**src/hdl/rv_core_pkg.sv**
```systemverilog
////////////////////////////////////////////////////////////////////////////
// rv64i core shared types
////////////////////////////////////////////////////////////////////////////

`default_nettype none

package rv_core_pkg;

  //////////////////////////////////////////////////////////////////////////
  // widths

  // integer register width
  localparam int XLEN   = 64;
  // instruction word width
  localparam int INST_W = 32;
  // register index width, x0..x31
  localparam int REG_AW = 5;
  // bus response width
  localparam int RESP_W = 2;

  //////////////////////////////////////////////////////////////////////////
  // enums

  // operation carried from decode to execute
  typedef enum logic [3:0] {
    OP_NOP = 4'd0,
    OP_ADD = 4'd1,
    OP_SUB = 4'd2,
    OP_AND = 4'd3,
    OP_OR  = 4'd4,
    OP_XOR = 4'd5,
    OP_LUI = 4'd6,
    OP_BEQ = 4'd7,
    OP_BNE = 4'd8,
    OP_JAL = 4'd9
  } alu_op_e;

  // fetch sequencing
  typedef enum logic [1:0] {
    FS_REQ  = 2'd0,  // bus request out
    FS_HOLD = 2'd1,  // fetched level up, wait for decode ack
    FS_WAIT = 2'd2   // wait for commit of this instruction
  } fetch_state_e;

  //////////////////////////////////////////////////////////////////////////
  // stage packets

  // fetch to decode
  typedef struct packed {
    logic [XLEN-1:0]   pc;
    logic [INST_W-1:0] inst;
    logic              nocmt;
  } fetch_pkt_t;

  // decode to execute
  // rs2_val already holds the immediate for ADDI
  typedef struct packed {
    logic [XLEN-1:0]   pc;
    alu_op_e           op;
    logic [REG_AW-1:0] rd;
    logic              wen;
    logic [XLEN-1:0]   rs1_val;
    logic [XLEN-1:0]   rs2_val;
    logic [XLEN-1:0]   imm;
    logic              nocmt;
  } dec_pkt_t;

  // execute to writeback
  typedef struct packed {
    logic [XLEN-1:0]   pc;
    logic [REG_AW-1:0] rd;
    logic              wen;
    logic [XLEN-1:0]   data;
    logic              jmp;
    logic [XLEN-1:0]   jmpaddr;
    logic              nocmt;
  } exe_res_t;

endpackage

`default_nettype wire

```
**src/hdl/if_stage.sv**
```systemverilog
////////////////////////////////////////////////////////////////////////////
// instruction fetch stage
////////////////////////////////////////////////////////////////////////////

`timescale 1ns/1ps
`default_nettype none

module if_stage #(
  parameter logic [rv_core_pkg::XLEN-1:0] RESET_PC = '0
) (
  input  wire                              clk,
  input  wire                              i_rst_n,

  // instruction bus
  input  wire                              i_if_axi_ready,
  input  wire  [rv_core_pkg::XLEN-1:0]     i_if_axi_data_read,
  input  wire  [rv_core_pkg::RESP_W-1:0]   i_if_axi_resp,
  output logic                             o_if_axi_valid,
  output logic [rv_core_pkg::XLEN-1:0]     o_if_axi_addr,

  // fetched handshake with decode
  input  wire                              i_if_fetched_ack,
  output logic                             o_if_fetched_req,
  output rv_core_pkg::fetch_pkt_t          o_if_fetch,

  // redirect from writeback
  input  wire                              i_cmt_valid,
  input  wire                              i_if_pc_jmp,
  input  wire  [rv_core_pkg::XLEN-1:0]     i_if_pc_jmpaddr
);

  import rv_core_pkg::*;

  fetch_state_e      state;
  logic [XLEN-1:0]   pc;
  logic [XLEN-1:0]   pc_next;
  logic [INST_W-1:0] inst_sel;
  logic              bus_err;

  //////////////////////////////////////////////////////////////////////////
  // bus side

  // bus works on 64-bit words
  assign o_if_axi_addr = {pc[XLEN-1:3], 3'b000};

  // upper or lower half by pc bit 2
  assign inst_sel = pc[2] ? i_if_axi_data_read[2*INST_W-1:INST_W]
                          : i_if_axi_data_read[INST_W-1:0];

  // any nonzero response kills the instruction
  assign bus_err = |i_if_axi_resp;

  // taken redirect or sequential
  assign pc_next = i_if_pc_jmp ? i_if_pc_jmpaddr : pc + XLEN'(4);

  //////////////////////////////////////////////////////////////////////////
  // fetch FSM

  always_ff @(posedge clk or negedge i_rst_n) begin
    if (!i_rst_n) begin
      state            <= FS_REQ;
      pc               <= RESET_PC;
      o_if_axi_valid   <= 1'b0;
      o_if_fetched_req <= 1'b0;
      o_if_fetch       <= '0;
    end else begin
      case (state)
        FS_REQ: begin
          // first request after reset
          if (!o_if_axi_valid) begin
            o_if_axi_valid <= 1'b1;
          end else if (i_if_axi_ready) begin
            // word arrives, hand it to decode
            o_if_axi_valid   <= 1'b0;
            o_if_fetched_req <= 1'b1;
            o_if_fetch.pc    <= pc;
            o_if_fetch.inst  <= inst_sel;
            o_if_fetch.nocmt <= bus_err;
            state            <= FS_HOLD;
          end
        end
        FS_HOLD: begin
          // level drops once decode has taken it
          if (i_if_fetched_ack) begin
            o_if_fetched_req <= 1'b0;
            state            <= FS_WAIT;
          end
        end
        FS_WAIT: begin
          // one in flight, restart on commit
          if (i_cmt_valid) begin
            pc             <= pc_next;
            o_if_axi_valid <= 1'b1;
            state          <= FS_REQ;
          end
        end
        default: begin
          state <= FS_REQ;
        end
      endcase
    end
  end

endmodule

`default_nettype wire

```
**config.mk**
```make
export PLATFORM = sky130hd
export DESIGN_NAME = if_stage
export DESIGN_NICKNAME = d
export VERILOG_FILES = /design/src/hdl/rv_core_pkg.sv /design/src/hdl/if_stage.sv
export SDC_FILE = /design/constraint.sdc
export NUM_CORES = 1
export LEC_CHECK = 0
export ABC_CLOCK_PERIOD_IN_PS = 6000
export BUFFER_PORTS_ARGS = -buffer_cell sky130_fd_sc_hd__buf_2
export CORE_AREA = 2 2 143 145
export CTS_CLUSTER_DIAMETER = 200
export DETAILED_ROUTE_END_ITERATION = 10
export DIE_AREA = 0 0 145 147
export GPL_ROUTABILITY_DRIVEN = 0
export PLACE_DENSITY = 0.81
export SETUP_SLACK_MARGIN = 0.15
export SLEW_MARGIN = 20
export SYNTH_ARGS = -nofsm -noshare
export SYNTH_HDL_FRONTEND = slang
export SYNTH_SLANG_ARGS = --single-unit
export TNS_END_PERCENT = 5
```
**constraint.sdc**
```tcl
create_clock -name clk -period 6 [get_ports clk]
set_input_delay 0.6 -clock clk [delete_from_list [all_inputs] [get_ports clk]]
set_output_delay 0.6 -clock clk [all_outputs]
set_load 0.005 [all_outputs]
```
; After elaboration in Yosys (flattened, before gate mapping)
; Cells that the tools add are included.
; Widths: inputs -> output; s select.
[totals]
regBits = 165
out_inout_bits = 163
in_bits = 136
word_cells = 38
[classes]
reduce_logical = 9
mux = 15
eq_ne = 6
addsub = 1
[ops]
columns = op, count
row1 = $add 64x3->64 const B, 1
row2 = $mux 64, 1
row3 = $mux 32, 1
row4 = $mux 2, 4
row5 = $ne 2x2->1 const B, 4
row6 = $reduce_and 4->1, 2
row7 = $mux 1, 6
row8 = $pmux 2 s3, 1
row9 = $pmux 1 s2, 2
row10 = $reduce_and 2->1, 2
row11 = $reduce_bool 2->1, 2
row12 = $reduce_and 3->1, 1
row13 = $eq 2x1->1 const B, 1
row14 = $eq 2x2->1 const B, 1
row15 = $logic_not 2->1, 1
row16 = $reduce_or 2->1, 1

; Depth between registers and ports, before layout
[depth]
depth_word = 3
depth_mapped = 8
ltp_nobuf = 6

; Worst setup path before layout
; No wires, ideal clock.
[synth_timing]
kind = reg-to-reg
from = register pc[3]
to = register pc[60]
path_buffers = 2
stages_incl_launch_ff = 9
t_required_ps = 5931
setup_slack_ps = 3531
setup_time_ps = 69
arrival_time_ps = 2399
synth_period_minus_slack_ps = 2469
path_cell_list = dfrtp_1 ha_1 and4_1 clkbuf_1 nand4_1 or4b_1 buf_2 or4_1 nand3_1
[synth_via]
elab_chain_cells = 2
[synth_rtl]
columns = item, line_no
row1 = from (decl), if_stage.sv:35  ; logic [XLEN-1:0] pc;
row2 = from (signal assigned), if_stage.sv:92  ; pc <= pc_next;
row3 = $add 64x3->64, if_stage.sv:54  ; assign pc_next = i_if_pc_jmp ? i_if_pc_jmpaddr : pc + XLEN'(4);
row4 = $mux 64, if_stage.sv:54
; No other way between the ends.
; A chain may end at the register's enable or synchronous reset.

; Worst setup path in the final report
[layout_timing]
from = register pc[2]
to = register pc[34]
; The elaborated chain is that of the path after synthesis.

==> summary.txt <==
Number of core rows: 52
Clock sink count: 165
Fraction of power spent switching nets: 37.8%
Remaining number of nets flagged by the antenna check after routing: 0
Crit path cell chain: ha_1 > nand4_1 > nor4_1 > nand3_1 > o311ai_0 > o211ai_1
Area Growth Syn to Fin: 19.8%
Layout cell share with drive strength beyond 1: 36.6%
Stage delay of the slowest cell on the critical path: 1040 ps
Area share of the largest cell type after synthesis: 45.9%
Required arrival time at the worst endpoint: 6300 ps
Upper clock frequency limit: 0.281 GHz
Boundary Pins: 299
Total DRC errors in the routed layout: 0
Number of buffer cells added on primary ports: 295
Average wire per standard cell: 19.2 microns
Normalized max-slew margin: 25.9%
Net load switching power: 1.88 mW
Die area: 21300 sq um
Commonest cells in the netlist: dfrtp_1 (165), nor2_1 (70), a21oi_1 (68), mux2_2 (66), buf_4 (64)
P_int: 3.09 mW
Area contributors post-synth: dfrtp_1 (46%), mux2_2 (8.3%), buf_4 (5.3%)
Most frequent cell after synthesis: dfrtp_1
CTS H-tree lvls: 4
Leak pwr: 4.72 nW
Tmin final: 3550 ps
FF-to-FF path depth: 6
Post-layout nets: 1269
Die extent in y: 147 microns
Synth cell types: 64
Die width: 145 microns
Endpoint of the worst-slack reg-to-reg timing path: pc[34]
Highest fanout seen on the critical path: 38
Final Hold Vio Count: 0
Clock network power share: 22.1%
Cell at the root of the clock tree: clkbuf_16
Type of origin of the critical path: register
Arrival time at the worst endpoint: 3860 ps
Per-instance average area after synthesis: 9.63 sq um
Total of warnings raised by yosys: 0
Number of vias after detailed routing: 8332
Number of synthesized flops with an enable pin: 0
CP Launch Point: pc[2]
Cell type with the largest total area after synthesis: dfrtp_1
Hpwl dp: 19400 microns
Ratio of final minimum period to clock period: 59.2%
Ys async rst share: 100%
CTS tree: done
Crit path capture: pc[34]
Master of the slowest instance on the critical path: dfrtp_2
Post-DR vias/cell: 5.88
Post-Route Skew: 13.3 ps
Clock latency at the later pin of the worst-skew pair: 430 ps
Final setup fails: 0
Detailed-route wire length: 27200 microns
Min-delay worst type: primary input to asynchronous set/reset pin
Effective utilization at floorplan: 45.3%
Total power density per cell area: 462 nW/um^2
Non-Filler Cell Area, Final: 10800 sq um
Post-Synthesis Cell Area: 8990 sq um
Total global routing overflow: 0
Max Slew Vio Count: 0
Cell count after synthesis: 933
Core outline area: 19800 sq um
Post-CTS setup buffer count: 0
Initial antenna violation count: 3
Maximum clock path buffer count: 2
Seq pwr share: 43.3%
Sum of negative setup slack: 0 ps
Share of the yosys chip area belonging to registers: 45.9%
Endpoint type of the worst setup path: register
Clock transition at path regs: 70 ps
Drt first pass iters: 7
Overall routing resource usage: 25.6%
Reg-to-reg startpoint: pc[2]
Reg-to-reg slack, setup: 2450 ps
Flop and latch count out of synthesis: 165
Post-CTS Resized: 0
Final-layout fill cell count: 1777
Unrepaired setup endpoints after global routing: no
Final setup margin: 2450 ps
Vias in the first global route: 8034
Max capacitance violation total: 0
Number of buffers inserted for hold repair after clock tree synthesis: 0
Logic pwr share: 34.6%
Pin count of the biggest net entering global routing: 111
Worst vdd rail ir drop: 0.247 mV
Tightest Pin Transition: 1100 ps
Status: finished clean
Start-to-end type of the worst setup path: register to register
Placed inst area: 10200 sq um
Setup Slack @ Placement: 2590 ps
Wire length of the first global-routing pass: 43300 microns
Predominant post-synthesis flop cell: dfrtp_1
Detailed router's first-iteration violation count: 1091
Number of buffers added by the clock tree synthesis step: 17
[cell type report]
| type | count | area, sq um | share of cell area (%) |
|---|---|---|---|
| multi-input combinational | 632 | 4110 | 38.1 |
| timing repair buffer | 306 | 1570 | 14.6 |
| sequential | 165 | 4130 | 38.4 |
| antenna | 2 | 5.00 | 0.0465 |
| inverter | 10 | 37.5 | 0.349 |
| clock inverter | 9 | 93.8 | 0.871 |
| tap | 270 | 338 | 3.14 |
| clock buffer | 23 | 488 | 4.53 |
[cells in the final DEF (no fill, tap or decap), drive strengths merged, types with 4 or more instances in the layout]
cell | synthesis | final
mux2i | 40 | 40
o211ai | 7 | 7
a22oi | 7 | 7
a311oi | 4 | 4
a31oi | 6 | 6
nand3 | 43 | 43
nor3 | 38 | 38
or4 | 9 | 9
inv | 10 | 12
mux2 | 66 | 66
nand2 | 54 | 54
a21oi | 68 | 68
o21ai | 41 | 41
nand4 | 30 | 30
a21o | 4 | 4
buf | 70 | 305
a41o | 4 | 4
or3 | 14 | 14
nor2 | 70 | 70
clkinv | 0 | 4
o31ai | 5 | 5
o22ai | 8 | 8
a22o | 6 | 6
or2 | 6 | 6
and3 | 14 | 14
clkbuf | 58 | 24
a211oi | 5 | 5
dfrtp | 165 | 165
and4 | 5 | 5
nor4 | 31 | 31
[critical path, delay by kind of cell, from the launching register on]
kind | cells | cell delay [ps]
AOI/OAI and AO/OA | 2 | 540
adders and majority gates | 1 | 390
DFF | 1 | 1040
and+or+nand+nor | 3 | 1460
[cells by family after synthesis]
family          share of synthesized area (%)
compound gates                           13.5
mux                                      12.7
simple gates                             19.1
other cells                            0.0417
buf+inv                                  8.56
fa+ha+maj                               0.139
flops                                    45.9
[through the flow]
stage          hold WS [ps]  util (%)  power, mW  cells
6_report                274      54.3       4.97   1417
5_1_grt                 337      54.2       5.32   1416
4_1_cts                 353      54.2       5.00   1415
3_5_place_dp            468      51.3       3.89   1383
3_3_place_gp            457      51.3       3.82   1383
2_1_floorplan           304         -       3.23    935
[power by group through the flow]
stage               registers [mW]  clock network, mW  logic [mW]
detailed placement            2.16                  0        1.73
global placement              2.14                  0        1.68
floorplan                     1.98                  0        1.25
CTS                           2.15               1.12        1.73
finish                        2.15               1.10        1.72
global route                  2.24               1.17        1.91
[registers in the layout (all words and copies together) (netlist names)]
register          cells
o_if_fetch           97
o_if_fetched_req      1
state                 2
o_if_axi_valid        1
pc                   64
[worst min-delay path by stage]
stage | from | to | depth (start not counted)
after detailed placement | o_if_fetched_req | o_if_fetched_req | 1
after CTS | i_rst_n | o_if_fetch[79] | 1
after floorplan | i_rst_n | o_if_axi_valid | 0
final | i_rst_n | o_if_fetch[79] | 1
after global placement | o_if_fetched_req | o_if_fetched_req | 1
after global routing | i_rst_n | o_if_fetch[79] | 1
[metal layers]
layer	vias to the layer above	part of all wire [%]	GRT usage, %
met5	-	0	0
met4	0	3.2	9.80
met3	71	9.3	6.27
met2	505	49	42.4
met1	3972	39	32.5
li1	3784	-	-
Note: power is estimated with default switching activity, not from simulation.
