### src/hdl/rv_core_pkg.sv
////////////////////////////////////////////////////////////////////////////
// rv64i core shared types
////////////////////////////////////////////////////////////////////////////

`default_nettype none

package rv_core_pkg;

  //////////////////////////////////////////////////////////////////////////
  // widths

  // integer register width
  localparam int XLEN   = 64;
  // instruction word width
  localparam int INST_W = 32;
  // register index width, x0..x31
  localparam int REG_AW = 5;
  // bus response width
  localparam int RESP_W = 2;

  //////////////////////////////////////////////////////////////////////////
  // enums

  // operation carried from decode to execute
  typedef enum logic [3:0] {
    OP_NOP = 4'd0,
    OP_ADD = 4'd1,
    OP_SUB = 4'd2,
    OP_AND = 4'd3,
    OP_OR  = 4'd4,
    OP_XOR = 4'd5,
    OP_LUI = 4'd6,
    OP_BEQ = 4'd7,
    OP_BNE = 4'd8,
    OP_JAL = 4'd9
  } alu_op_e;

  // fetch sequencing
  typedef enum logic [1:0] {
    FS_REQ  = 2'd0,  // bus request out
    FS_HOLD = 2'd1,  // fetched level up, wait for decode ack
    FS_WAIT = 2'd2   // wait for commit of this instruction
  } fetch_state_e;

  //////////////////////////////////////////////////////////////////////////
  // stage packets

  // fetch to decode
  typedef struct packed {
    logic [XLEN-1:0]   pc;
    logic [INST_W-1:0] inst;
    logic              nocmt;
  } fetch_pkt_t;

  // decode to execute
  // rs2_val already holds the immediate for ADDI
  typedef struct packed {
    logic [XLEN-1:0]   pc;
    alu_op_e           op;
    logic [REG_AW-1:0] rd;
    logic              wen;
    logic [XLEN-1:0]   rs1_val;
    logic [XLEN-1:0]   rs2_val;
    logic [XLEN-1:0]   imm;
    logic              nocmt;
  } dec_pkt_t;

  // execute to writeback
  typedef struct packed {
    logic [XLEN-1:0]   pc;
    logic [REG_AW-1:0] rd;
    logic              wen;
    logic [XLEN-1:0]   data;
    logic              jmp;
    logic [XLEN-1:0]   jmpaddr;
    logic              nocmt;
  } exe_res_t;

endpackage

`default_nettype wire

### src/hdl/wb_stage.sv
////////////////////////////////////////////////////////////////////////////
// writeback and register file
////////////////////////////////////////////////////////////////////////////

`timescale 1ns/1ps
`default_nettype none

module wb_stage (
  input  wire                              clk,
  input  wire                              i_rst_n,

  // from execute
  input  wire                              i_exe_valid,
  input  wire  rv_core_pkg::exe_res_t      i_exe,

  // read ports for decode
  input  wire  [rv_core_pkg::REG_AW-1:0]   i_rs1_addr,
  input  wire  [rv_core_pkg::REG_AW-1:0]   i_rs2_addr,
  output logic [rv_core_pkg::XLEN-1:0]     o_rs1_val,
  output logic [rv_core_pkg::XLEN-1:0]     o_rs2_val,

  // commit report
  output logic                             o_cmt_valid,
  output logic [rv_core_pkg::XLEN-1:0]     o_cmt_pc,
  output logic [rv_core_pkg::REG_AW-1:0]   o_cmt_rd,
  output logic                             o_cmt_wen,
  output logic [rv_core_pkg::XLEN-1:0]     o_cmt_data,
  output logic                             o_cmt_nocmt,

  // redirect to fetch
  output logic                             o_pc_jmp,
  output logic [rv_core_pkg::XLEN-1:0]     o_pc_jmpaddr
);

  import rv_core_pkg::*;

  // x1..x31, x0 has no storage
  logic [XLEN-1:0] regs [1:31];
  logic            wr_en;

  assign wr_en = i_exe_valid && i_exe.wen && (i_exe.rd != '0);

  // x0 reads back zero
  assign o_rs1_val = (i_rs1_addr == '0) ? '0 : regs[i_rs1_addr];
  assign o_rs2_val = (i_rs2_addr == '0) ? '0 : regs[i_rs2_addr];

  always_ff @(posedge clk or negedge i_rst_n) begin
    if (!i_rst_n) begin
      for (int i = 1; i < 32; i++) begin
        regs[i] <= '0;
      end
    end else if (wr_en) begin
      regs[i_exe.rd] <= i_exe.data;
    end
  end

  // commit and redirect leave on the same edge as the write
  always_ff @(posedge clk or negedge i_rst_n) begin
    if (!i_rst_n) begin
      o_cmt_valid  <= 1'b0;
      o_cmt_pc     <= '0;
      o_cmt_rd     <= '0;
      o_cmt_wen    <= 1'b0;
      o_cmt_data   <= '0;
      o_cmt_nocmt  <= 1'b0;
      o_pc_jmp     <= 1'b0;
      o_pc_jmpaddr <= '0;
    end else begin
      o_cmt_valid <= i_exe_valid;
      if (i_exe_valid) begin
        o_cmt_pc     <= i_exe.pc;
        o_cmt_rd     <= i_exe.rd;
        o_cmt_wen    <= i_exe.wen;
        o_cmt_data   <= i_exe.data;
        o_cmt_nocmt  <= i_exe.nocmt;
        o_pc_jmp     <= i_exe.jmp;
        o_pc_jmpaddr <= i_exe.jmpaddr;
      end
    end
  end

endmodule

`default_nettype wire

### config.mk
export PLATFORM = sky130hd
export DESIGN_NAME = wb_stage
export DESIGN_NICKNAME = d
export VERILOG_FILES = /design/src/hdl/rv_core_pkg.sv /design/src/hdl/wb_stage.sv
export SDC_FILE = /design/constraint.sdc
export NUM_CORES = 2
export LEC_CHECK = 0
export BUFFER_PORTS_ARGS = -buffer_cell sky130_fd_sc_hd__buf_2
export CORE_MARGIN = 2
export CORE_UTILIZATION = 40
export CTS_CLUSTER_DIAMETER = 200
export CTS_CLUSTER_SIZE = 30
export DETAILED_ROUTE_END_ITERATION = 7
export PLACE_DENSITY_LB_ADDON = 0.15
export SLEW_MARGIN = 10
export SYNTH_ARGS = -nofsm -noshare
export SYNTH_HDL_FRONTEND = slang
export SYNTH_SLANG_ARGS = --single-unit
### constraint.sdc
create_clock -name clk -period 1.7 [get_ports clk]
set_input_delay 0.17 -clock clk [delete_from_list [all_inputs] [get_ports clk]]
set_output_delay 0.17 -clock clk [all_outputs]
set_load 0.02 [all_outputs]
== Yosys cells after proc, flatten, opt, wreduce, memory -nomap -nowiden ==
Cells that the tools add are included.

* Flip-flop bits (word level): 2185
* Input bits: 213
* Word-level logic and storage cells: 63

* Magnitude comparators: 4
* Mux-type cells: 11
* Bitwise logic cells: 3
* Reduce and logical (&&, ||, !) cells: 6

{| class="wikitable"
|+ Operators by type and width
! cell !! number
|-
| $bwmux 1984 || 1
|-
| $bmux 64 s5 || 2
|-
| $mux 64 || 7
|-
| $demux 64 s5 || 1
|-
| $ge 6x6->1 const B || 3
|-
| $not 5->6 || 3
|-
| $logic_not 5->1 || 2
|-
| $lt 6x1->1 const B || 1
|-
| $reduce_bool 5->1 || 1
|-
| $logic_and 1x1->1 || 3
|}

== Depth between registers and ports, before layout ==
* Depth after elaboration: 6
* Gate-level depth with buffers: 8

== Least setup slack after synthesis ==
Ideal clock, no wire load.

* Path type: input-to-output
* Start: in i_rs2_addr[1] (netlist name)
* End: out o_rs2_val[24] (netlist name)
* Arrival time: 1.965 ns
* Data required time: 1.530 ns
* Slack: -0.435 ns
* Cell stages on the path: 8
* Path buffers: 4
* Cells stage by stage: buf_2 > buf_2 > nand2_1 > clkbuf_1 > clkbuf_1 > o22ai_1 > nor3_1 > nor4_1

* Word-level cells in the longest chain between the ends: 5
* Elaborated cells on any way between the ends: 6
* Those cells by class: mux (4); bitwise (1); reduce/logical (1)

{| class="wikitable"
|+ RTL lines
! what !! line !! source
|-
| start, declared || wb_stage.sv:18 || <nowiki>input wire [rv_core_pkg::REG_AW-1:0] i_rs2_addr,</nowiki>
|-
| $not 5->6 (implied by the code) || wb_stage.sv:45 || <nowiki>assign o_rs2_val = (i_rs2_addr == '0) ? '0 : regs[i_rs2_addr];</nowiki>
|-
| $bmux 64 s5 || wb_stage.sv:45 ||
|-
| $mux 64 (implied by the code) (2 in a row) || wb_stage.sv:45 ||
|-
| $mux 64 * || wb_stage.sv:45 ||
|-
| end, declared || wb_stage.sv:20 || <nowiki>output logic [rv_core_pkg::XLEN-1:0] o_rs2_val,</nowiki>
|}

Every way passes the cells marked *; elsewhere a longest branch is shown, timed or not. The select of a mux whose other input is x is not followed.

== Worst setup path in the final report ==
* Start: reg regs[703] (netlist name)
* End: out o_rs2_val[63] (netlist name)

* Word-level cells in the longest chain between the ends: 4

{| class="wikitable"
|+ RTL lines
! what !! line !! source
|-
| start, declared || wb_stage.sv:38 || <nowiki>logic [XLEN-1:0] regs [1:31];</nowiki>
|-
| start signal, assigned by index || wb_stage.sv:53 || <nowiki>regs[i_exe.rd] <= i_exe.data;</nowiki>
|-
| $bmux 64 s5 || wb_stage.sv:45 ||
|-
| $mux 64 (implied by the code) (2 in a row) || wb_stage.sv:45 ||
|-
| $mux 64 || wb_stage.sv:45 ||
|}

Every way passes these cells. The select of a mux whose other input is x is not followed.

==> out/metrics.yaml <==
pwr_density_cell_nw_per_um2: 850.2
seqPwrFrac: 0.528
cts.htree.levels: 3
crit_buf_inv: 1
ys_seq_elements: 2185
drive_gt1_frac: 0.5392
antenna_found_initial: 14
routedWlPerCell_um: 30.37
yosys_warnings: 0
leakagePower_nw: 64.75
cts_tree: "done"
grt_setup_unrepaired: "true"
status: "complete, but fails checks"
dr.first_iter.drc_count: 6479
ys_seq_area_frac: 0.4827
cts_buffers: 82
cp_slowest_cell: "nor4_4"
grt_remaining_overflow: 0
pwr-share-comb: 0.254
clkTransAtPathRegs_ns: 0.13
dieWidth_um: 536.2
utilization: 0.5027
cpPeakStageDelay_ns: 0.69
ir_worst_vdd_v: 0.0008840
track_usage: 0.2798
p_total_mw: 120.5
area_delta_synth_final_pct: 25.16
clockBufferDepth: 3
crit_start: "regs[703]"
worst_slack_ns: -1.007
layout_worst_path_cycle_share: 1.593
internal_power_mw: 84.27
vias: 80980
avgSynthCellArea_um2: 13.38
cp_data_arrival_time_ns: 2.54
syn_area_um2: 113300
p_sw_mw: 36.28
layout_min_cycle_time_ns: 2.707
root_buffer: "clkbuf_16"
r2r_slack_ns: 0.69
path_depth: 5
cp-start-kind: "register"
core-area_um2: 282000
tns_ns: -102.27
skew_ns: 0
grt_pass1_vias: 85060
ant_nets: 0
grt_max_degree: 117
io_buffers: 541
pwr-share-clk: 0.217
place_congestion: 0.8668
via_per_inst: 6.019
max_cap_viol_count: 0
hold_class: "input port to register"
hpwlAfterDp_mm: 281.5
crit_fanout: 3
start_util: 0.4016
ios: 542
hold_viol: 0
grt_pass1_wl_mm: 596.5
path_class: "register to output port"
synth_nets: 8679
setup_viol: 128
reg2reg_depth: 3
critPathCapture: "o_rs2_val[63]"
clkLatencyLatePin_ns: 0.78
die_area_um2: 287500
worstMarginPinSlew_ns: 0.7953
dieHeight_um: 536.2
cp-end-kind: "output port"
path_cells: "mux2i_1, o22ai_1, nor3_1, nor4_4, buf_4"
violations: "setup timing"
r2r-start: "regs[1121]"
num_rows: 195
postSynthCellCount: 8466
relSlewSlack: 0.4698
whs_ns: 0.04585
ys_types: 35
nets: 9903
slew_viol_final: 0
critical_path.top_delay_family: "simple AND/OR/NAND/NOR gates"
required_ns: 1.53
wirelength_mm: 408.6
post-place-ws_ns: -0.7560
max_freq_ghz: 0.3694
drtPass1Iterations: 5
r2r_end: "regs[1121]"
cts.sinks: 2185
switching_share: 0.3010
route.detailed.drc: 0
## cells in the mapped netlist
master / n / area, um2
o22ai_1: 575 / 3597
and2_1: 2 / 12.51
nand3_1: 6 / 30.03
buf_4: 19 / 142.6
a211oi_1: 127 / 953.4
buf_6: 1 / 11.26
clkbuf_1: 396 / 1486
nor4b_1: 1 / 8.760
a21oi_1: 64 / 320.3
buf_1: 108 / 405.4
buf_2: 358 / 1792
nor4_1: 64 / 400.4
mux2_2: 2440 / 27480
nor3_4: 1 / 16.27
nor2_1: 2 / 7.510
nor3_1: 258 / 1291
mux4_2: 256 / 5766
nand2b_1: 9 / 56.30
a221o_1: 64 / 640.6
mux2i_1: 1153 / 11540
nand3b_1: 2 / 15.01
o2111a_1: 1 / 11.26
a22oi_1: 128 / 960.9
nor2_2: 18 / 112.6
and2_0: 1 / 6.260
and3b_1: 1 / 8.760
and2b_1: 2 / 15.01
or3b_2: 1 / 8.760
or3_1: 65 / 406.6
and3_1: 2 / 12.51
nor2b_1: 72 / 450.4
or2_2: 4 / 25.02
dfrtp_1: 2185 / 54680
nand2_1: 17 / 63.81
a221oi_1: 63 / 551.8
## how the worst min path moves through the flow
stage,to,cells past startpoint,start
2_1_floorplan,o_cmt_data[0],0,i_rst_n
3_3_place_gp,regs[1415],1,i_rst_n
3_5_place_dp,regs[1287],1,i_rst_n
4_1_cts,regs[1398],2,i_exe[120]
5_1_grt,regs[1081],2,i_exe[123]
6_report,regs[1398],2,i_exe[120]
## worst reg2reg max path, stage by stage (launching register included)
cell and delay (ns):
dfrtp_1 0.41, buf_6 0.12, buf_4 0.12, mux2_2 0.25
## flip-flops by register name (all words and copies together) (netlist names)
register and flops:
o_cmt_nocmt 1, o_pc_jmp 1, o_pc_jmpaddr 64, o_cmt_rd 5, o_cmt_valid 1, o_cmt_data 64
o_cmt_wen 1, o_cmt_pc 64, regs 1984
## per-stage QoR
stage	cells	cell area, um2
finish	13450	141800
global placement	13090	134800
CTS	13430	141300
floorplan	8466	117100
detailed placement	13090	134800
global route	13450	141800
## metal layers
metal / vias to the layer above / part of all wire / global-route usage
met1: 43410 / 0.44 / 0.3913
met2: 2612 / 0.47 / 0.4532
met3: 560 / 0.053 / 0.03578
met4: 2 / 0.034 / 0.08422
met5: - / 0.000032 / 0
li1: 34400 / - / -
## power groups by stage
stage               clock [mW]  sequential [mW]  combinational, mW
global route              28.7             64.5               32.6
floorplan                    0             63.6               18.1
CTS                       27.2             63.4               30.5
finish                    26.2             63.7               30.7
global placement             0             64.0               28.0
detailed placement           0             64.5               28.6
## placed cells by master (no fill, tap or decap), types with 6 or more instances in the layout
cell type / Yosys / final
buf_4: 19 / 881
nand2_1: 17 / 6
dlygate4sd3_1: 0 / 182
buf_6: 1 / 110
nand2b_4: 0 / 7
buf_2: 358 / 405
nor4_4: 0 / 64
nand2_4: 0 / 11
a22oi_1: 128 / 18
a21oi_4: 0 / 15
a22oi_2: 0 / 110
o22ai_2: 0 / 44
mux4_2: 256 / 256
nor3_1: 258 / 234
a21oi_2: 0 / 45
clkbuf_16: 0 / 84
diode_2: 0 / 13
a211oi_2: 0 / 31
nor3_2: 0 / 24
o22ai_1: 575 / 530
a221oi_1: 63 / 49
a221oi_2: 0 / 14
dfrtp_1: 2185 / 2184
mux2_2: 2440 / 2383
buf_12: 0 / 437
nor2b_4: 0 / 49
a221o_1: 64 / 64
buf_8: 0 / 7
nor2_4: 0 / 18
mux2_4: 0 / 57
a211oi_4: 0 / 95
or3_4: 0 / 61
mux2i_1: 1153 / 1152
nor2b_1: 72 / 23
## area by class of cell
cell class / instances / area, um2
clock inverters: 6 / 96.34
repair buffers: 2022 / 20550
flip-flops and latches: 2185 / 54680
well taps: 3743 / 4683
diodes: 13 / 32.53
fillers: 24200 / 140300
clock buffers: 85 / 2106
multi-input cells: 5399 / 59630
## repair_timing
action / CTS / global route
hold buffers: 182 / 0
gates resized for setup: 484 / 78
endpoints found under the setup margin: 129 / 128
gates cloned: 0 / 0
pin swaps: 213 / 72
hold endpoints to repair: 3145 / 0
setup buffers: 92 / 12
## cells by family after synthesis
logic type	Yosys count	synth area share
simple gates	528	0.02602
compound gates	1022	0.06211
buf+inv	882	0.03388
flops	2185	0.4827
mux	3849	0.3953
Note: power is estimated with default switching activity, not from simulation.
