==> src/hdl/rv_core_pkg.sv <==
////////////////////////////////////////////////////////////////////////////
// rv64i core shared types
////////////////////////////////////////////////////////////////////////////

`default_nettype none

package rv_core_pkg;

  //////////////////////////////////////////////////////////////////////////
  // widths

  // integer register width
  localparam int XLEN   = 64;
  // instruction word width
  localparam int INST_W = 32;
  // register index width, x0..x31
  localparam int REG_AW = 5;
  // bus response width
  localparam int RESP_W = 2;

  //////////////////////////////////////////////////////////////////////////
  // enums

  // operation carried from decode to execute
  typedef enum logic [3:0] {
    OP_NOP = 4'd0,
    OP_ADD = 4'd1,
    OP_SUB = 4'd2,
    OP_AND = 4'd3,
    OP_OR  = 4'd4,
    OP_XOR = 4'd5,
    OP_LUI = 4'd6,
    OP_BEQ = 4'd7,
    OP_BNE = 4'd8,
    OP_JAL = 4'd9
  } alu_op_e;

  // fetch sequencing
  typedef enum logic [1:0] {
    FS_REQ  = 2'd0,  // bus request out
    FS_HOLD = 2'd1,  // fetched level up, wait for decode ack
    FS_WAIT = 2'd2   // wait for commit of this instruction
  } fetch_state_e;

  //////////////////////////////////////////////////////////////////////////
  // stage packets

  // fetch to decode
  typedef struct packed {
    logic [XLEN-1:0]   pc;
    logic [INST_W-1:0] inst;
    logic              nocmt;
  } fetch_pkt_t;

  // decode to execute
  // rs2_val already holds the immediate for ADDI
  typedef struct packed {
    logic [XLEN-1:0]   pc;
    alu_op_e           op;
    logic [REG_AW-1:0] rd;
    logic              wen;
    logic [XLEN-1:0]   rs1_val;
    logic [XLEN-1:0]   rs2_val;
    logic [XLEN-1:0]   imm;
    logic              nocmt;
  } dec_pkt_t;

  // execute to writeback
  typedef struct packed {
    logic [XLEN-1:0]   pc;
    logic [REG_AW-1:0] rd;
    logic              wen;
    logic [XLEN-1:0]   data;
    logic              jmp;
    logic [XLEN-1:0]   jmpaddr;
    logic              nocmt;
  } exe_res_t;

endpackage

`default_nettype wire

==> src/hdl/id_stage.sv <==
////////////////////////////////////////////////////////////////////////////
// instruction decode stage
////////////////////////////////////////////////////////////////////////////

`timescale 1ns/1ps
`default_nettype none

module id_stage (
  input  wire                              clk,
  input  wire                              i_rst_n,

  // from fetch
  input  wire                              i_fetched_req,
  input  wire  rv_core_pkg::fetch_pkt_t    i_fetch,
  output logic                             o_fetched_ack,

  // register file read
  output logic [rv_core_pkg::REG_AW-1:0]   o_rs1_addr,
  output logic [rv_core_pkg::REG_AW-1:0]   o_rs2_addr,
  input  wire  [rv_core_pkg::XLEN-1:0]     i_rs1_val,
  input  wire  [rv_core_pkg::XLEN-1:0]     i_rs2_val,

  // to execute
  output logic                             o_dec_valid,
  output rv_core_pkg::dec_pkt_t            o_dec
);

  import rv_core_pkg::*;

  // major opcodes used here
  localparam logic [6:0] OPC_OPIMM  = 7'b0010011;
  localparam logic [6:0] OPC_OP     = 7'b0110011;
  localparam logic [6:0] OPC_LUI    = 7'b0110111;
  localparam logic [6:0] OPC_BRANCH = 7'b1100011;
  localparam logic [6:0] OPC_JAL    = 7'b1101111;

  logic [INST_W-1:0] inst;
  logic [6:0]        opcode;
  logic [2:0]        funct3;
  logic [6:0]        funct7;
  logic [REG_AW-1:0] rd;
  logic [XLEN-1:0]   imm_i;
  logic [XLEN-1:0]   imm_u;
  logic [XLEN-1:0]   imm_b;
  logic [XLEN-1:0]   imm_j;
  alu_op_e           op;
  logic              writes;
  logic              use_imm;
  logic [XLEN-1:0]   imm;
  dec_pkt_t          dec_next;

  //////////////////////////////////////////////////////////////////////////
  // fields and immediates

  assign inst   = i_fetch.inst;
  assign opcode = inst[6:0];
  assign rd     = inst[11:7];
  assign funct3 = inst[14:12];
  assign funct7 = inst[31:25];

  // sign extended from bit 31 in every format
  assign imm_i = {{52{inst[31]}}, inst[31:20]};
  assign imm_u = {{32{inst[31]}}, inst[31:12], 12'b0};
  assign imm_b = {{51{inst[31]}}, inst[31], inst[7], inst[30:25], inst[11:8], 1'b0};
  assign imm_j = {{43{inst[31]}}, inst[31], inst[19:12], inst[20], inst[30:21], 1'b0};

  // read ports straight from the raw word
  assign o_rs1_addr = inst[19:15];
  assign o_rs2_addr = inst[24:20];

  // take the request in the cycle it shows up
  assign o_fetched_ack = i_fetched_req;

  //////////////////////////////////////////////////////////////////////////
  // opcode decode

  always_comb begin
    op      = OP_NOP;
    writes  = 1'b0;
    use_imm = 1'b0;
    imm     = '0;
    // bus error leaves a plain NOP
    if (!i_fetch.nocmt) begin
      case (opcode)
        OPC_OPIMM: begin
          if (funct3 == 3'b000) begin
            op      = OP_ADD;
            writes  = 1'b1;
            use_imm = 1'b1;
            imm     = imm_i;
          end
        end
        OPC_OP: begin
          writes = 1'b1;
          case ({funct7, funct3})
            {7'b0000000, 3'b000}: op = OP_ADD;
            {7'b0100000, 3'b000}: op = OP_SUB;
            {7'b0000000, 3'b111}: op = OP_AND;
            {7'b0000000, 3'b110}: op = OP_OR;
            {7'b0000000, 3'b100}: op = OP_XOR;
            default:              writes = 1'b0;
          endcase
        end
        OPC_LUI: begin
          op     = OP_LUI;
          writes = 1'b1;
          imm    = imm_u;
        end
        OPC_BRANCH: begin
          imm = imm_b;
          if (funct3 == 3'b000) begin
            op = OP_BEQ;
          end else if (funct3 == 3'b001) begin
            op = OP_BNE;
          end
        end
        OPC_JAL: begin
          op     = OP_JAL;
          writes = 1'b1;
          imm    = imm_j;
        end
        default: begin
          op = OP_NOP;
        end
      endcase
    end
  end

  // packet assembly, x0 target never writes
  always_comb begin
    dec_next         = '0;
    dec_next.pc      = i_fetch.pc;
    dec_next.op      = op;
    dec_next.rd      = writes ? rd : '0;
    dec_next.wen     = writes && (rd != '0);
    dec_next.rs1_val = i_rs1_val;
    dec_next.rs2_val = use_imm ? imm : i_rs2_val;
    dec_next.imm     = imm;
    dec_next.nocmt   = i_fetch.nocmt;
  end

  always_ff @(posedge clk or negedge i_rst_n) begin
    if (!i_rst_n) begin
      o_dec_valid <= 1'b0;
      o_dec       <= '0;
    end else begin
      o_dec_valid <= o_fetched_ack;
      // operands sampled together with the ack
      if (o_fetched_ack) begin
        o_dec <= dec_next;
      end
    end
  end

endmodule

`default_nettype wire

==> config.mk <==
export PLATFORM = sky130hd
export DESIGN_NAME = id_stage
export DESIGN_NICKNAME = d
export VERILOG_FILES = /design/src/hdl/rv_core_pkg.sv /design/src/hdl/id_stage.sv
export SDC_FILE = /design/constraint.sdc
export NUM_CORES = 1
export LEC_CHECK = 0
export BUFFER_PORTS_ARGS = -buffer_cell sky130_fd_sc_hd__buf_2
export CAP_MARGIN = 40
export CORE_AREA = 2 2 196 198
export CTS_CLUSTER_DIAMETER = 200
export DETAILED_ROUTE_END_ITERATION = 16
export DIE_AREA = 0 0 198 200
export GPL_TIMING_DRIVEN = 0
export PLACE_DENSITY = 0.65
export SKIP_LAST_GASP = 1
export SYNTH_ARGS = -nofsm -noshare
export SYNTH_HDL_FRONTEND = slang
export SYNTH_SLANG_ARGS = --single-unit
==> constraint.sdc <==
create_clock -name clk -period 1.15 [get_ports clk]
set_input_delay 0.23 -clock clk [delete_from_list [all_inputs] [get_ports clk]]
set_output_delay 0.23 -clock clk [all_outputs]
set_load 0.05 [all_outputs]
== Yosys cells after proc, flatten, opt, wreduce, memory -nomap -nowiden ==
Index checks and enable logic that the tools add are counted.

* Muxes and demuxes: 17
* Equality and inequality tests: 10
* Reduce and logical (&&, ||, !) cells: 6

{| class="wikitable"
|+ Operator list
! cell !! number
|-
| $pmux W64 S4 || 1
|-
| $mux W64 || 3
|-
| $eq A10 B3 Y1 const B || 3
|-
| $pmux W4 S5 || 1
|-
| $pmux W3 S5 || 1
|-
| $eq A7 B6 Y1 const B || 2
|-
| $eq A7 B7 Y1 const B || 2
|-
| $mux W4 || 3
|-
| $eq A10 B9 Y1 const B || 1
|-
| $logic_not A10 Y1 || 1
|-
| $eq A7 B5 Y1 const B || 1
|-
| $mux W1 || 6
|-
| $mux W5 || 1
|-
| $reduce_bool A5 Y1 || 1
|-
| $reduce_or A5 Y1 || 1
|-
| $eq A3 B1 Y1 const B || 1
|-
| $logic_not A3 Y1 || 1
|-
| $pmux W1 S3 || 1
|-
| $reduce_or A2 Y1 || 1
|-
| $logic_and A1 B1 Y1 || 1
|}

* Logic and storage cells: 42
* Input port bits: 228
* Bits in registers: 268
* Output and inout port bits: 279

== Logic depth before layout (Yosys ltp) ==
Gate-level depths: netlist (run 1).

* Depth after elaboration: 6
* Depth in mapped cells: 8
* Gate-level depth less buffers: 4

== Least setup slack after synthesis (run 1) ==
No wires, ideal clock.

* Path type: in2reg
* Start point: input i_fetch[13] (netlist bit)
* End point: register o_dec[118] (netlist bit)
* Buffers on the path: 4
* Stages on the path: 8
* Setup slack: -943 ps
* Setup time: 122 ps
* Data arrival time: 1971 ps
* Required time: 1028 ps
* Path through: buf_4 or4_4 or4_1 clkbuf_1 buf_2 clkbuf_1 nand2_1 a21oi_2

* Cells in the longest elaborated chain, start to end: 5
* Elaborated cells between the ends (all ways): 8
* Those cells by class: mux (7); reduce/logical (1)

{| class="wikitable"
|+ RTL lines
! element !! RTL line !! source
|-
| start: declaration || id_stage.sv:14 || <nowiki>input wire rv_core_pkg::fetch_pkt_t i_fetch,</nowiki>
|-
| $logic_not A3 Y1 * || id_stage.sv:86 || <nowiki>if (funct3 == 3'b000) begin</nowiki>
|-
| $mux W64 / $mux W1 (equally long branches) || id_stage.sv:86 ||
|-
| $pmux W64 S4 / $mux W1 (equally long branches) || id_stage.sv:84 || <nowiki>case (opcode)</nowiki>
|-
| $mux W64 / $mux W1 (equally long branches) || id_stage.sv:83 || <nowiki>if (!i_fetch.nocmt) begin</nowiki>
|-
| $mux W64 * || id_stage.sv:137 || <nowiki>dec_next.rs2_val = use_imm ? imm : i_rs2_val;</nowiki>
|-
| end signal: assignment || id_stage.sv:150 || <nowiki>o_dec <= dec_next;</nowiki>
|-
| end: declaration || id_stage.sv:25 || <nowiki>output rv_core_pkg::dec_pkt_t o_dec</nowiki>
|}

Mark *: on every way between the ends. The rest lies on a longest branch, timed or not.
A chain may end at the register's enable or synchronous reset.

==> reports/qor.yml, run 1 <==
run_status:
  status: "finished, violations left"
  violations: "negative setup slack"
placed_design:
  port_buffers: 503
  dp_hpwl_mm: 26.0
  dp.cells: 1797
  gp_congestion: 0.806
cells_and_area:
  fillers: 2895
  area_growth_pct: 103
  final_nets: 1905
  regArea_mm2: 0.00591
  multi_input_area_mm2: 0.00375
  drive_gt1_share_pct: 59.8
  stdcell_count: 2207
timing:
  fin_tns_setup_ns: -103.12
  relSlewSlack_pct: 54.7
  tightest_slew_ns: 0.680
  worst_slack_ns: -0.620
  skew_ns: 0
  period_share_pct: 154
  setup_viol: 368
  clock.fmax_mhz: 565
  period_minus_slack_ns: 1.77
  rsz0062_at_grt: "true"
  hold_violations: 0
  fin_hold_ws_ns: 0.0243
  final-max-slew-violation-count: 0
logic_synthesis:
  ys_types: 50
  synthCells: 781
  yosys_warnings: 0
  syn_avg_cell_area_um2: 12.6
  syn_nets: 1009
  ys.flop_type: "dfrtp_1"
  synth-seq-cells: 236
  seq_area_frac_synth_pct: 60.3
  synth_edf_count: 0
  syn_area_mm2: 0.00980
  async_flop_share_pct: 100
min_path:
  hold_end: "o_dec[202]$_DFFE_PN0P_"
  holdCritStartpoint: "i_fetch[13]"
  min_path_cells: 3
  hp-class: "primary input to flop"
floorplanning:
  start_util_pct: 26.2
  pin_count: 507
  chipWidth_um: 198
  die_h_um: 200
  core_mm2: 0.0374
  die_area_mm2: 0.0396
  fp-row-count: 71
setup_path:
  rr_endpoint: "o_dec[30]$_DFFE_PN0P_"
  rrSetupSlack_ns: 0.05
  startpoint: "o_dec[63]$_DFFE_PN0P_"
  worst-path-buf-inv: 3
  startpoint_type: "flop"
  cpMaxStageDelayCell: "dfrtp_4"
  reg2reg_depth: 3
  crit_path_max_fanout: 17
  cpPeakStageDelay_ns: 0.51
  worstPathRequired_ns: 0.92
  cp_top_family: "flip-flops"
  path_class: "flop to output pin"
  crit_path_cell_trace: "buf_12 > buf_8 > buf_4"
  crit_path_end_kind: "output pin"
  reg2reg_from: "o_dec[30]$_DFFE_PN0P_"
  crit_arrival_ns: 1.54
grt:
  met2_usage_pct: 36.8
  grt_max_degree: 112
  grt.total_usage_pct: 20.4
  grt_pass1_wl_mm: 62.0
  busiest_layer: "met2"
  antenna_found_initial: 1
  use_met3_pct: 5.48
  grt.overflow.total: 0
  grt_use_met1_pct: 22.9
  first_global_vias: 10500
power:
  powerDensity_mw_per_mm2: 1280
  power_uw: 25600
  p_leak_uw: 0.00952
  worst_ir_drop_vdd_uv: 1380
drt:
  num_vias: 10200
  wl_per_cell_um: 20.0
  drt_iter0_drc: 294
  drc_errors: 0
  drtAntennaViolNets: 0
  viasPerCell: 4.63
  wl_mm: 44.2
  first_pass_iters: 4
cts:
  clk_pin_slew_ns: 0.06
  numCtsBuffers: 27
  htreeDepth: 1
  cts_tree: "yes"
  cts_root_buf: "clkbuf_16"
  clkLatencyLatePin_ns: 0.53
  clock_path_buffers: 3
  numClockSinks: 236
flow_run:
  maxCapViolations: 0
cell families after synthesis:
logic type	synth area share (%)
AO/OA/AOI/OAI	10.9
XOR/XNOR	0.0894
buffers and inverters	5.80
flip-flops	60.3
multiplexers	14.9
AND/OR/NAND/NOR	8.04
routing by layer:
layer	vias to the layer above	share of wire, %
met5	-	0
met4	0	4.9
met3	121	7.8
met2	527	50
met1	5033	37
li1	4533	-
report_power, final:
part / switching [µW] / internal, µW
combinational: 4210 / 3170
sequential: 548 / 8980
clock: 3540 / 5140
cells in the final DEF (no fill, tap or decap), types with 4 or more instances in the layout:
cell type / count
buf_6: 262
buf_2: 236
dfrtp_1: 234
dlygate4sd3_1: 206
buf_4: 174
mux2_2: 129
nor2_1: 61
nand2_1: 58
a21oi_2: 44
clkbuf_16: 37
buf_8: 34
a221o_1: 18
clkbuf_1: 17
clkbuf_8: 14
nand2_4: 14
o2bb2ai_1: 13
a31oi_1: 11
a32o_1: 9
clkbuf_2: 8
nand2_2: 6
a211o_1: 6
a22o_1: 6
a21oi_4: 5
o21ai_0: 5
buf_12: 5
and3_4: 5
a22oi_1: 5
buf_16: 5
inv_1: 4
clkbuf_4: 4
flip-flops by register name, summed over array words and instances, names as in the netlist:
signal	flops
o_dec	235
o_dec_valid	1
cell type report:
class / instances / area share (%)
buffer: 93 / 5.29
inverter: 4 / 0.0754
antenna: 1 / 0.0126
sequential: 236 / 29.7
multi-input combinational: 445 / 18.8
tap: 511 / 3.21
clock buffer: 39 / 3.92
timing repair buffer: 870 / 38.5
clock inverter: 8 / 0.496
worst max-delay path by stage:
| stage | endpoint | depth (start not counted) |
|---|---|---|
| 2_1_floorplan | o_dec[119]$_DFFE_PN0P_ | 8 |
| 3_3_place_gp | o_dec[63]$_DFFE_PN0P_ | 1 |
| 3_5_place_dp | o_dec[74]$_DFFE_PN0P_ | 6 |
| 4_1_cts | o_dec[48] | 3 |
| 5_1_grt | o_dec[44] | 3 |
| 6_report | o_dec[44] | 3 |
through the flow:
step	util [%]	worst slack, ns	cell area (µm²)
global placement	35.9	-5.21	13400
finish	53.3	-0.620	19900
global route	53.3	-0.666	19900
detailed placement	36.0	-1.25	13500
CTS	50.9	-0.638	19000
floorplan	-	-0.899	10300
synth_stat cells (all sizes together) (2+ instances only):
cell / count / area share, %
dfrtp: 236 / 60
mux2: 129 / 15
nand2: 79 / 3.0
nor2: 61 / 2.3
buf: 54 / 4.0
a21oi: 50 / 3.3
clkbuf: 42 / 1.6
a221o: 18 / 1.8
o2bb2ai: 14 / 1.3
a31oi: 12 / 0.77
a32o: 9 / 0.92
a211o: 6 / 0.54
a22o: 6 / 0.54
and3: 6 / 0.38
o21ai: 6 / 0.31
a22oi: 5 / 0.38
inv: 4 / 0.15
or4: 4 / 0.34
nand2b: 3 / 0.19
nand3b: 3 / 0.23
nor3: 3 / 0.15
a211oi: 2 / 0.15
a221oi: 2 / 0.31
nand4: 2 / 0.13
nor3b: 2 / 0.15
nor4: 2 / 0.13
or3: 2 / 0.13
or3b: 2 / 0.18
tightest hold or removal path, delay by kind of cell:
family	cells	cell delay [ns]
buf+inv	1	0.08
compound gates	2	0.21
what timing repair did:
action                                  CTS  global route
pin swaps                                22            38
endpoints found under the hold margin   442             0
gates cloned                              7             3
endpoints found under the setup margin  374           374
hold buffers                            206             0
resized for setup                       584           102
setup buffers                            73            78
Power figures use the tool's default switching activity.
==> run 2: changes to the inputs <==
- CORE_AREA: 2 2 196 198 -> 2 2 199 201
- DIE_AREA: 0 0 198 200 -> 0 0 201 203
- PLACE_DENSITY: 0.65 -> 0.64
==> run 2 against run 1 <==
Net effect:
- the run ends with negative hold slack, negative setup slack left
- combinational power barely moved
- clock skew stayed put
- sequential cell count is the same
- setup slack got worse by 0.0062 ns
- cell count up 0.27%
==> reports/qor.yml, run 2 (same netlist as run 1, synthesis figures left out) <==
grt:
  grt.overflow.total: 0  # unchanged
  met2_usage_pct: 37.2  # was 36.8%
  grt.total_usage_pct: 20.6  # was 20.4%
  first_global_vias: 10900  # was 10500
  grt_pass1_wl_mm: 65.4  # was 62.0 mm
  antenna_found_initial: 2  # was 1
  grt_max_degree: 94  # was 112
  use_met3_pct: 5.22  # was 5.48%
  grt_use_met1_pct: 23.1  # was 22.9%
  busiest_layer: "met2"  # unchanged
cts:
  clock_path_buffers: 3  # unchanged
  clkLatencyLatePin_ns: 0.55  # was 0.53 ns
  numClockSinks: 236  # unchanged
  ctsHoldBuffers: 211  # was 206
  htreeDepth: 1  # unchanged
  numCtsBuffers: 29  # was 27
  cts_tree: "yes"  # unchanged
  cts_root_buf: "clkbuf_16"  # unchanged
  clk_pin_slew_ns: 0.06  # about the same
floorplanning:
  start_util_pct: 25.5  # was 26.2%
  fp-row-count: 72  # was 71
  core_mm2: 0.0385  # was 0.0374 mm²
  die_area_mm2: 0.0408  # was 0.0396 mm²
  die_h_um: 203  # was 200 µm
  pin_count: 507  # unchanged
  chipWidth_um: 201  # was 198 µm
drt:
  wl_per_cell_um: 20.1  # was 20.0 µm
  drt_iter0_drc: 426  # was 294
  num_vias: 10200  # about the same
  first_pass_iters: 5  # was 4
  viasPerCell: 4.59  # was 4.63
  drc_errors: 0  # unchanged
  drtAntennaViolNets: 0  # unchanged
  wl_mm: 44.5  # was 44.2 mm
setup_path:
  startpoint_type: "flop"  # unchanged
  crit_arrival_ns: 1.55  # was 1.54 ns
  path_class: "flop to output pin"  # unchanged
  crit_path_max_fanout: 17  # unchanged
  worstPathRequired_ns: 0.92  # about the same
  crit_path_end_kind: "output pin"  # unchanged
cells_and_area:
  layout_common_cells: "buf_6, buf_2, dfrtp_1"  # unchanged
  largest_reg_flops: 235  # unchanged
  fin_util_pct: 51.9  # was 53.3%
  max_flop_register: "o_dec"  # unchanged
  final_nets: 1900  # was 1905
  area_growth_pct: 104  # was 103%
  reg_top3: "o_dec x235, o_dec_valid x1"  # unchanged
  drive_gt1_share_pct: 59.7  # was 59.8%
  final_common_cell: "buf_6"  # unchanged
timing:
  rsz0062_at_grt: "true"  # unchanged
  fin_hold_ws_ns: -0.343  # was 0.0243 ns
  clock.fmax_mhz: 563  # was 565 MHz
  setup_viol: 370  # was 368
  period_minus_slack_ns: 1.78  # was 1.77 ns
  relSlewSlack_pct: 51.3  # was 54.7%
  period_share_pct: 154  # about the same
  final-max-slew-violation-count: 0  # unchanged
  hold_violations: 74  # was 0
  skew_ns: 0  # unchanged
  tightest_slew_ns: 0.731  # was 0.680 ns
  worst_slack_ns: -0.626  # was -0.620 ns
placed_design:
  gp_congestion: 0.840  # was 0.806
  dp_hpwl_mm: 26.6  # was 26.0 mm
  port_buffers: 503  # unchanged
min_path:
  hp-class: "primary input to asynchronous set/reset pin"  # was primary input to flop
flow_run:
  maxCapViolations: 0  # unchanged
run_status:
  status: "finished, violations left"  # unchanged
  violations: "negative hold slack, negative setup slack"  # was negative setup slack
power:
  worst_ir_drop_vdd_uv: 1140  # was 1380 µV
  power_uw: 25600  # about the same
  powerDensity_mw_per_mm2: 1280  # about the same
  p_leak_uw: 0.00952  # about the same
run 2: changes by cell type in the layout (fill, tap and decap cells not counted), moves of 3 or more:
cell	change
buf_4	-15
nand2_1	-9
nand2_2	+6
o2bb2ai_1	-6
buf_8	-5
dlygate4sd3_1	+5
o2bb2ai_2	+5
buf_12	+4
buf_6	+4
clkinv_4	+3
nand2_4	+3
run 2: layer usage:
layer  vias up  share of wire (%)
met3       100                7.2
li1       4516                  -
met2       491                 51
met1      5046                 37
met4         0                4.4
met5         -                  0
run 2: layout make-up:
cell class / instances / area (µm²)
Antenna cell: 2 / 5.00
Buffer: 95 / 1100
Clock buffer: 42 / 845
Clock inverter: 10 / 66.3
Fill cell: 3029 / 18500
Inverter: 4 / 15.0
Multi-Input combinational cell: 445 / 3800
Sequential cell: 236 / 5910
Tap cell: 518 / 648
Timing Repair Buffer: 861 / 7580
run 2: critical path, stage by stage (launching register included):
cell,delay [ns]
dfrtp_4,0.50
buf_12,0.18
buf_8,0.12
buf_4,0.18
run 2: power breakdown:
| part | internal, µW | switching (µW) | leakage (µW) | total, µW |
|---|---|---|---|---|
| Combinational | 3140 | 4200 | 0.00625 | 7350 |
| Sequential | 8980 | 564 | 0.00282 | 9540 |
| Clock | 5080 | 3680 | 0.000447 | 8760 |
run 2: per-stage QoR:
stage / hold slack, ns / setup TNS, ns / cells / instance area [µm²] / worst slack, ns
2_1_floorplan: -0.0656 / -82.68 / 781 / 10300 / -0.899
3_3_place_gp: 0.367 / -1185.09 / 1802 / 13400 / -5.17
3_5_place_dp: 0.251 / -161.67 / 1804 / 13500 / -1.19
4_1_cts: -0.350 / -112.85 / 2157 / 19400 / -0.653
5_1_grt: -0.321 / -120.13 / 2213 / 20000 / -0.668
6_report: -0.343 / -107.23 / 2213 / 20000 / -0.626
run 2: path summary, 6_finish.rpt:
kind / start / endpoint / slack, ns / cells after the start
max in group asynchronous: i_rst_n / o_dec[80]$_DFFE_PN0P_ / 0.58 / 2
hold / removal: i_rst_n / o_dec[180]$_DFFE_PN0P_ / -0.34 / 1
hold reg to reg: o_dec[198]$_DFFE_PN0P_ / o_dec[198]$_DFFE_PN0P_ / 0.52 / 1
min in group clk: i_fetch[28] / o_dec[72]$_DFFE_PN0P_ / 0.02 / 3
setup / recovery: o_dec[63]$_DFFE_PN0P_ / o_dec[53] / -0.63 / 3
setup reg to reg: o_dec[15]$_DFFE_PN0P_ / o_dec[15]$_DFFE_PN0P_ / 0.06 / 3
run 2: what timing repair did:
| action | 4_1_cts | 5_1_grt |
|---|---|---|
| pin swaps | 48 | 28 |
| setup endpoints to repair | 373 | 374 |
| cloned | 10 | 1 |
| buffers inserted | 80 | 58 |
| hold endpoints to repair | 286 | 74 |
| gates resized for setup | 628 | 57 |
==> run 3: changes to the inputs <==
- HOLD_SLACK_MARGIN: not set -> 0.05
==> run 3 against run 2 <==
Net effect:
- the flow still finishes with violations (negative hold slack, negative setup slack)
- non-clock buffer count increased by 7
- critical path depth unchanged
- via count increased by 0.48%
- critical endpoint unchanged
==> reports/qor.yml, run 3 (same netlist as run 1, synthesis figures left out) <==
cts:
  numClockSinks: 236  # unchanged
  cts_tree: "yes"  # unchanged
  ctsHoldBuffers: 221  # was 211
  clk_pin_slew_ns: 0.06  # about the same
  cts_root_buf: "clkbuf_16"  # unchanged
  clock_path_buffers: 3  # unchanged
  numCtsBuffers: 29  # unchanged
  htreeDepth: 1  # unchanged
  clkLatencyLatePin_ns: 0.55  # about the same
grt:
  antenna_found_initial: 0  # was 2
  first_global_vias: 10900  # about the same
  grt_max_degree: 94  # unchanged
  grt.overflow.total: 0  # unchanged
  grt_pass1_wl_mm: 65.8  # was 65.4 mm
  grt.total_usage_pct: 20.7  # was 20.6%
setup_path:
  crit_path_end_kind: "output pin"  # unchanged
  worstPathRequired_ns: 0.92  # about the same
  crit_arrival_ns: 1.54  # was 1.55 ns
  crit_path_max_fanout: 17  # unchanged
  startpoint_type: "flop"  # unchanged
  reg2reg_depth: 3  # unchanged
  crit_path_cell_trace: "buf_12 > buf_8 > buf_4"  # unchanged
  worst-path-buf-inv: 3  # unchanged
  rrSetupSlack_ns: 0.06  # about the same
  path_class: "flop to output pin"  # unchanged
  cp_top_family: "flip-flops"  # unchanged
  cpMaxStageDelayCell: "dfrtp_4"  # unchanged
  cpPeakStageDelay_ns: 0.50  # about the same
  reg2reg_from: "o_dec[15]$_DFFE_PN0P_"  # unchanged
  rr_endpoint: "o_dec[15]$_DFFE_PN0P_"  # unchanged
timing:
  setup_viol: 370  # unchanged
  skew_ns: 0  # unchanged
  relSlewSlack_pct: 55.3  # was 51.3%
  period_minus_slack_ns: 1.77  # was 1.78 ns
  period_share_pct: 154  # about the same
  worst_slack_ns: -0.621  # was -0.626 ns
  final-max-slew-violation-count: 0  # unchanged
  hold_violations: 74  # unchanged
  rsz0062_at_grt: "true"  # unchanged
  clock.fmax_mhz: 565  # was 563 MHz
  fin_hold_ws_ns: -0.349  # was -0.343 ns
  tightest_slew_ns: 0.670  # was 0.731 ns
power:
  p_leak_uw: 0.00954  # was 0.00952 µW
  powerDensity_mw_per_mm2: 1280  # about the same
  swShare_pct: 32.9  # about the same
  combinationalPowerShare_pct: 28.7  # was 28.6%
  p_int_uw: 17200  # about the same
  pwr-share-seq_pct: 37.2  # about the same
  power.share.clock_pct: 34.1  # was 34.2%
  power.switching_uw: 8450  # about the same
  worst_ir_drop_vdd_uv: 1140  # about the same
placed_design:
  port_buffers: 503  # unchanged
  gp_congestion: 0.840  # unchanged
  dp_hpwl_mm: 26.6  # unchanged
  place_ws_ns: -1.19  # unchanged
floorplanning:
  start_util_pct: 25.5  # unchanged
  die_area_mm2: 0.0408  # unchanged
  die_h_um: 203  # unchanged
  fp-row-count: 72  # unchanged
  core_mm2: 0.0385  # unchanged
  chipWidth_um: 201  # unchanged
  pin_count: 507  # unchanged
cells_and_area:
  fillers: 3027  # was 3029
  largest_reg_flops: 235  # unchanged
  final_common_cell: "buf_6"  # unchanged
  final_nets: 1907  # was 1900
  area_growth_pct: 104  # about the same
  drive_gt1_share_pct: 59.3  # was 59.7%
  fin_util_pct: 52.1  # was 51.9%
  antennaDiodeCount: 0  # was 2
  reg_top3: "o_dec x235, o_dec_valid x1"  # unchanged
  max_flop_register: "o_dec"  # unchanged
  layout_common_cells: "buf_6, buf_2, dfrtp_1"  # unchanged
drt:
  top_layer: "met4"  # unchanged
  num_vias: 10200  # about the same
  drtAntennaViolNets: 0  # unchanged
  wl_met2_mm: 22.9  # was 22.7 mm
  viasPerCell: 4.60  # was 4.59
  wl_mm: 44.9  # was 44.5 mm
  drt_iter0_drc: 359  # was 426
  first_pass_iters: 5  # unchanged
  wl_met3_mm: 2.96  # was 3.22 mm
  met1_length_mm: 17.2  # was 16.6 mm
  drc_errors: 0  # unchanged
  wl_per_cell_um: 20.3  # was 20.1 µm
run_status:
  status: "finished, violations left"  # unchanged
  violations: "negative hold slack, negative setup slack"  # unchanged
min_path:
  hp-class: "primary input to asynchronous set/reset pin"  # unchanged
flow_run:
  maxCapViolations: 0  # unchanged
==> run 3: cell types whose count changed in the layout (fill, tap and decap cells not counted), sizes merged <==
cell,before,now
diode,2,0
buf,703,700
dlygate4sd3,211,221
==> run 3: repair_timing <==
item                                   CTS  global route
gates cloned                            10             1
pin swaps                               48            26
buffers inserted                        80            54
gates resized for setup                628            59
endpoints found under the hold margin  296            74
setup endpoints to repair              373           374
==> run 3: worst max path at each step <==
| stage | start | depth (start not counted) | slack (ns) | to |
|---|---|---|---|---|
| 2_1_floorplan | i_fetch[13] | 8 | -0.90 | o_dec[119]$_DFFE_PN0P_ |
| 3_3_place_gp | i_rst_n | 1 | -5.17 | o_dec[63]$_DFFE_PN0P_ |
| 3_5_place_dp | i_fetch[6] | 8 | -1.19 | o_dec[112]$_DFFE_PN0P_ |
| 4_1_cts | o_dec[63]$_DFFE_PN0P_ | 3 | -0.65 | o_dec[62] |
| 5_1_grt | o_dec[63]$_DFFE_PN0P_ | 3 | -0.67 | o_dec[53] |
| 6_report | o_dec[63]$_DFFE_PN0P_ | 3 | -0.62 | o_dec[53] |
==> run 3: layer usage <==
layer | global-route usage (%) | up-vias
met1 | 23.6 | 5076
met3 | 4.70 | 102
li1 | - | 4531
met5 | 0 | -
met4 | 8.15 | 0
met2 | 37.6 | 493
==> run 3: final cells by class <==
cell class,count,area (µm²),area share (%)
clock buffers,42,845,4.21
plain buffers,95,1100,5.49
inverters,4,15.0,0.0749
clock inverters,10,66.3,0.331
flip-flops and latches,236,5910,29.5
multi-input cells,445,3800,18.9
repair buffers,868,7660,38.2
well taps,518,648,3.23
==> run 3: power groups by stage <==
stage | clock network (µW) | logic, µW | registers (µW)
floorplan | 0 | 1130 | 11800
global placement | 0 | 5160 | 9450
global route | 9340 | 7660 | 9600
finish | 8750 | 7370 | 9540
CTS | 9000 | 7000 | 9490
detailed placement | 0 | 5230 | 9470
==> run 3: stage by stage <==
stage	TNS (ns)	area, µm²	total power (µW)	cells	hold slack, ns
CTS	-112.85	19500	25500	2167	-0.350
floorplan	-82.68	10300	12900	781	-0.0656
global placement	-1185.09	13400	14600	1802	0.367
detailed placement	-161.67	13500	14700	1804	0.251
global route	-121.01	20000	26600	2218	-0.321
finish	-107.70	20000	25700	2218	-0.349
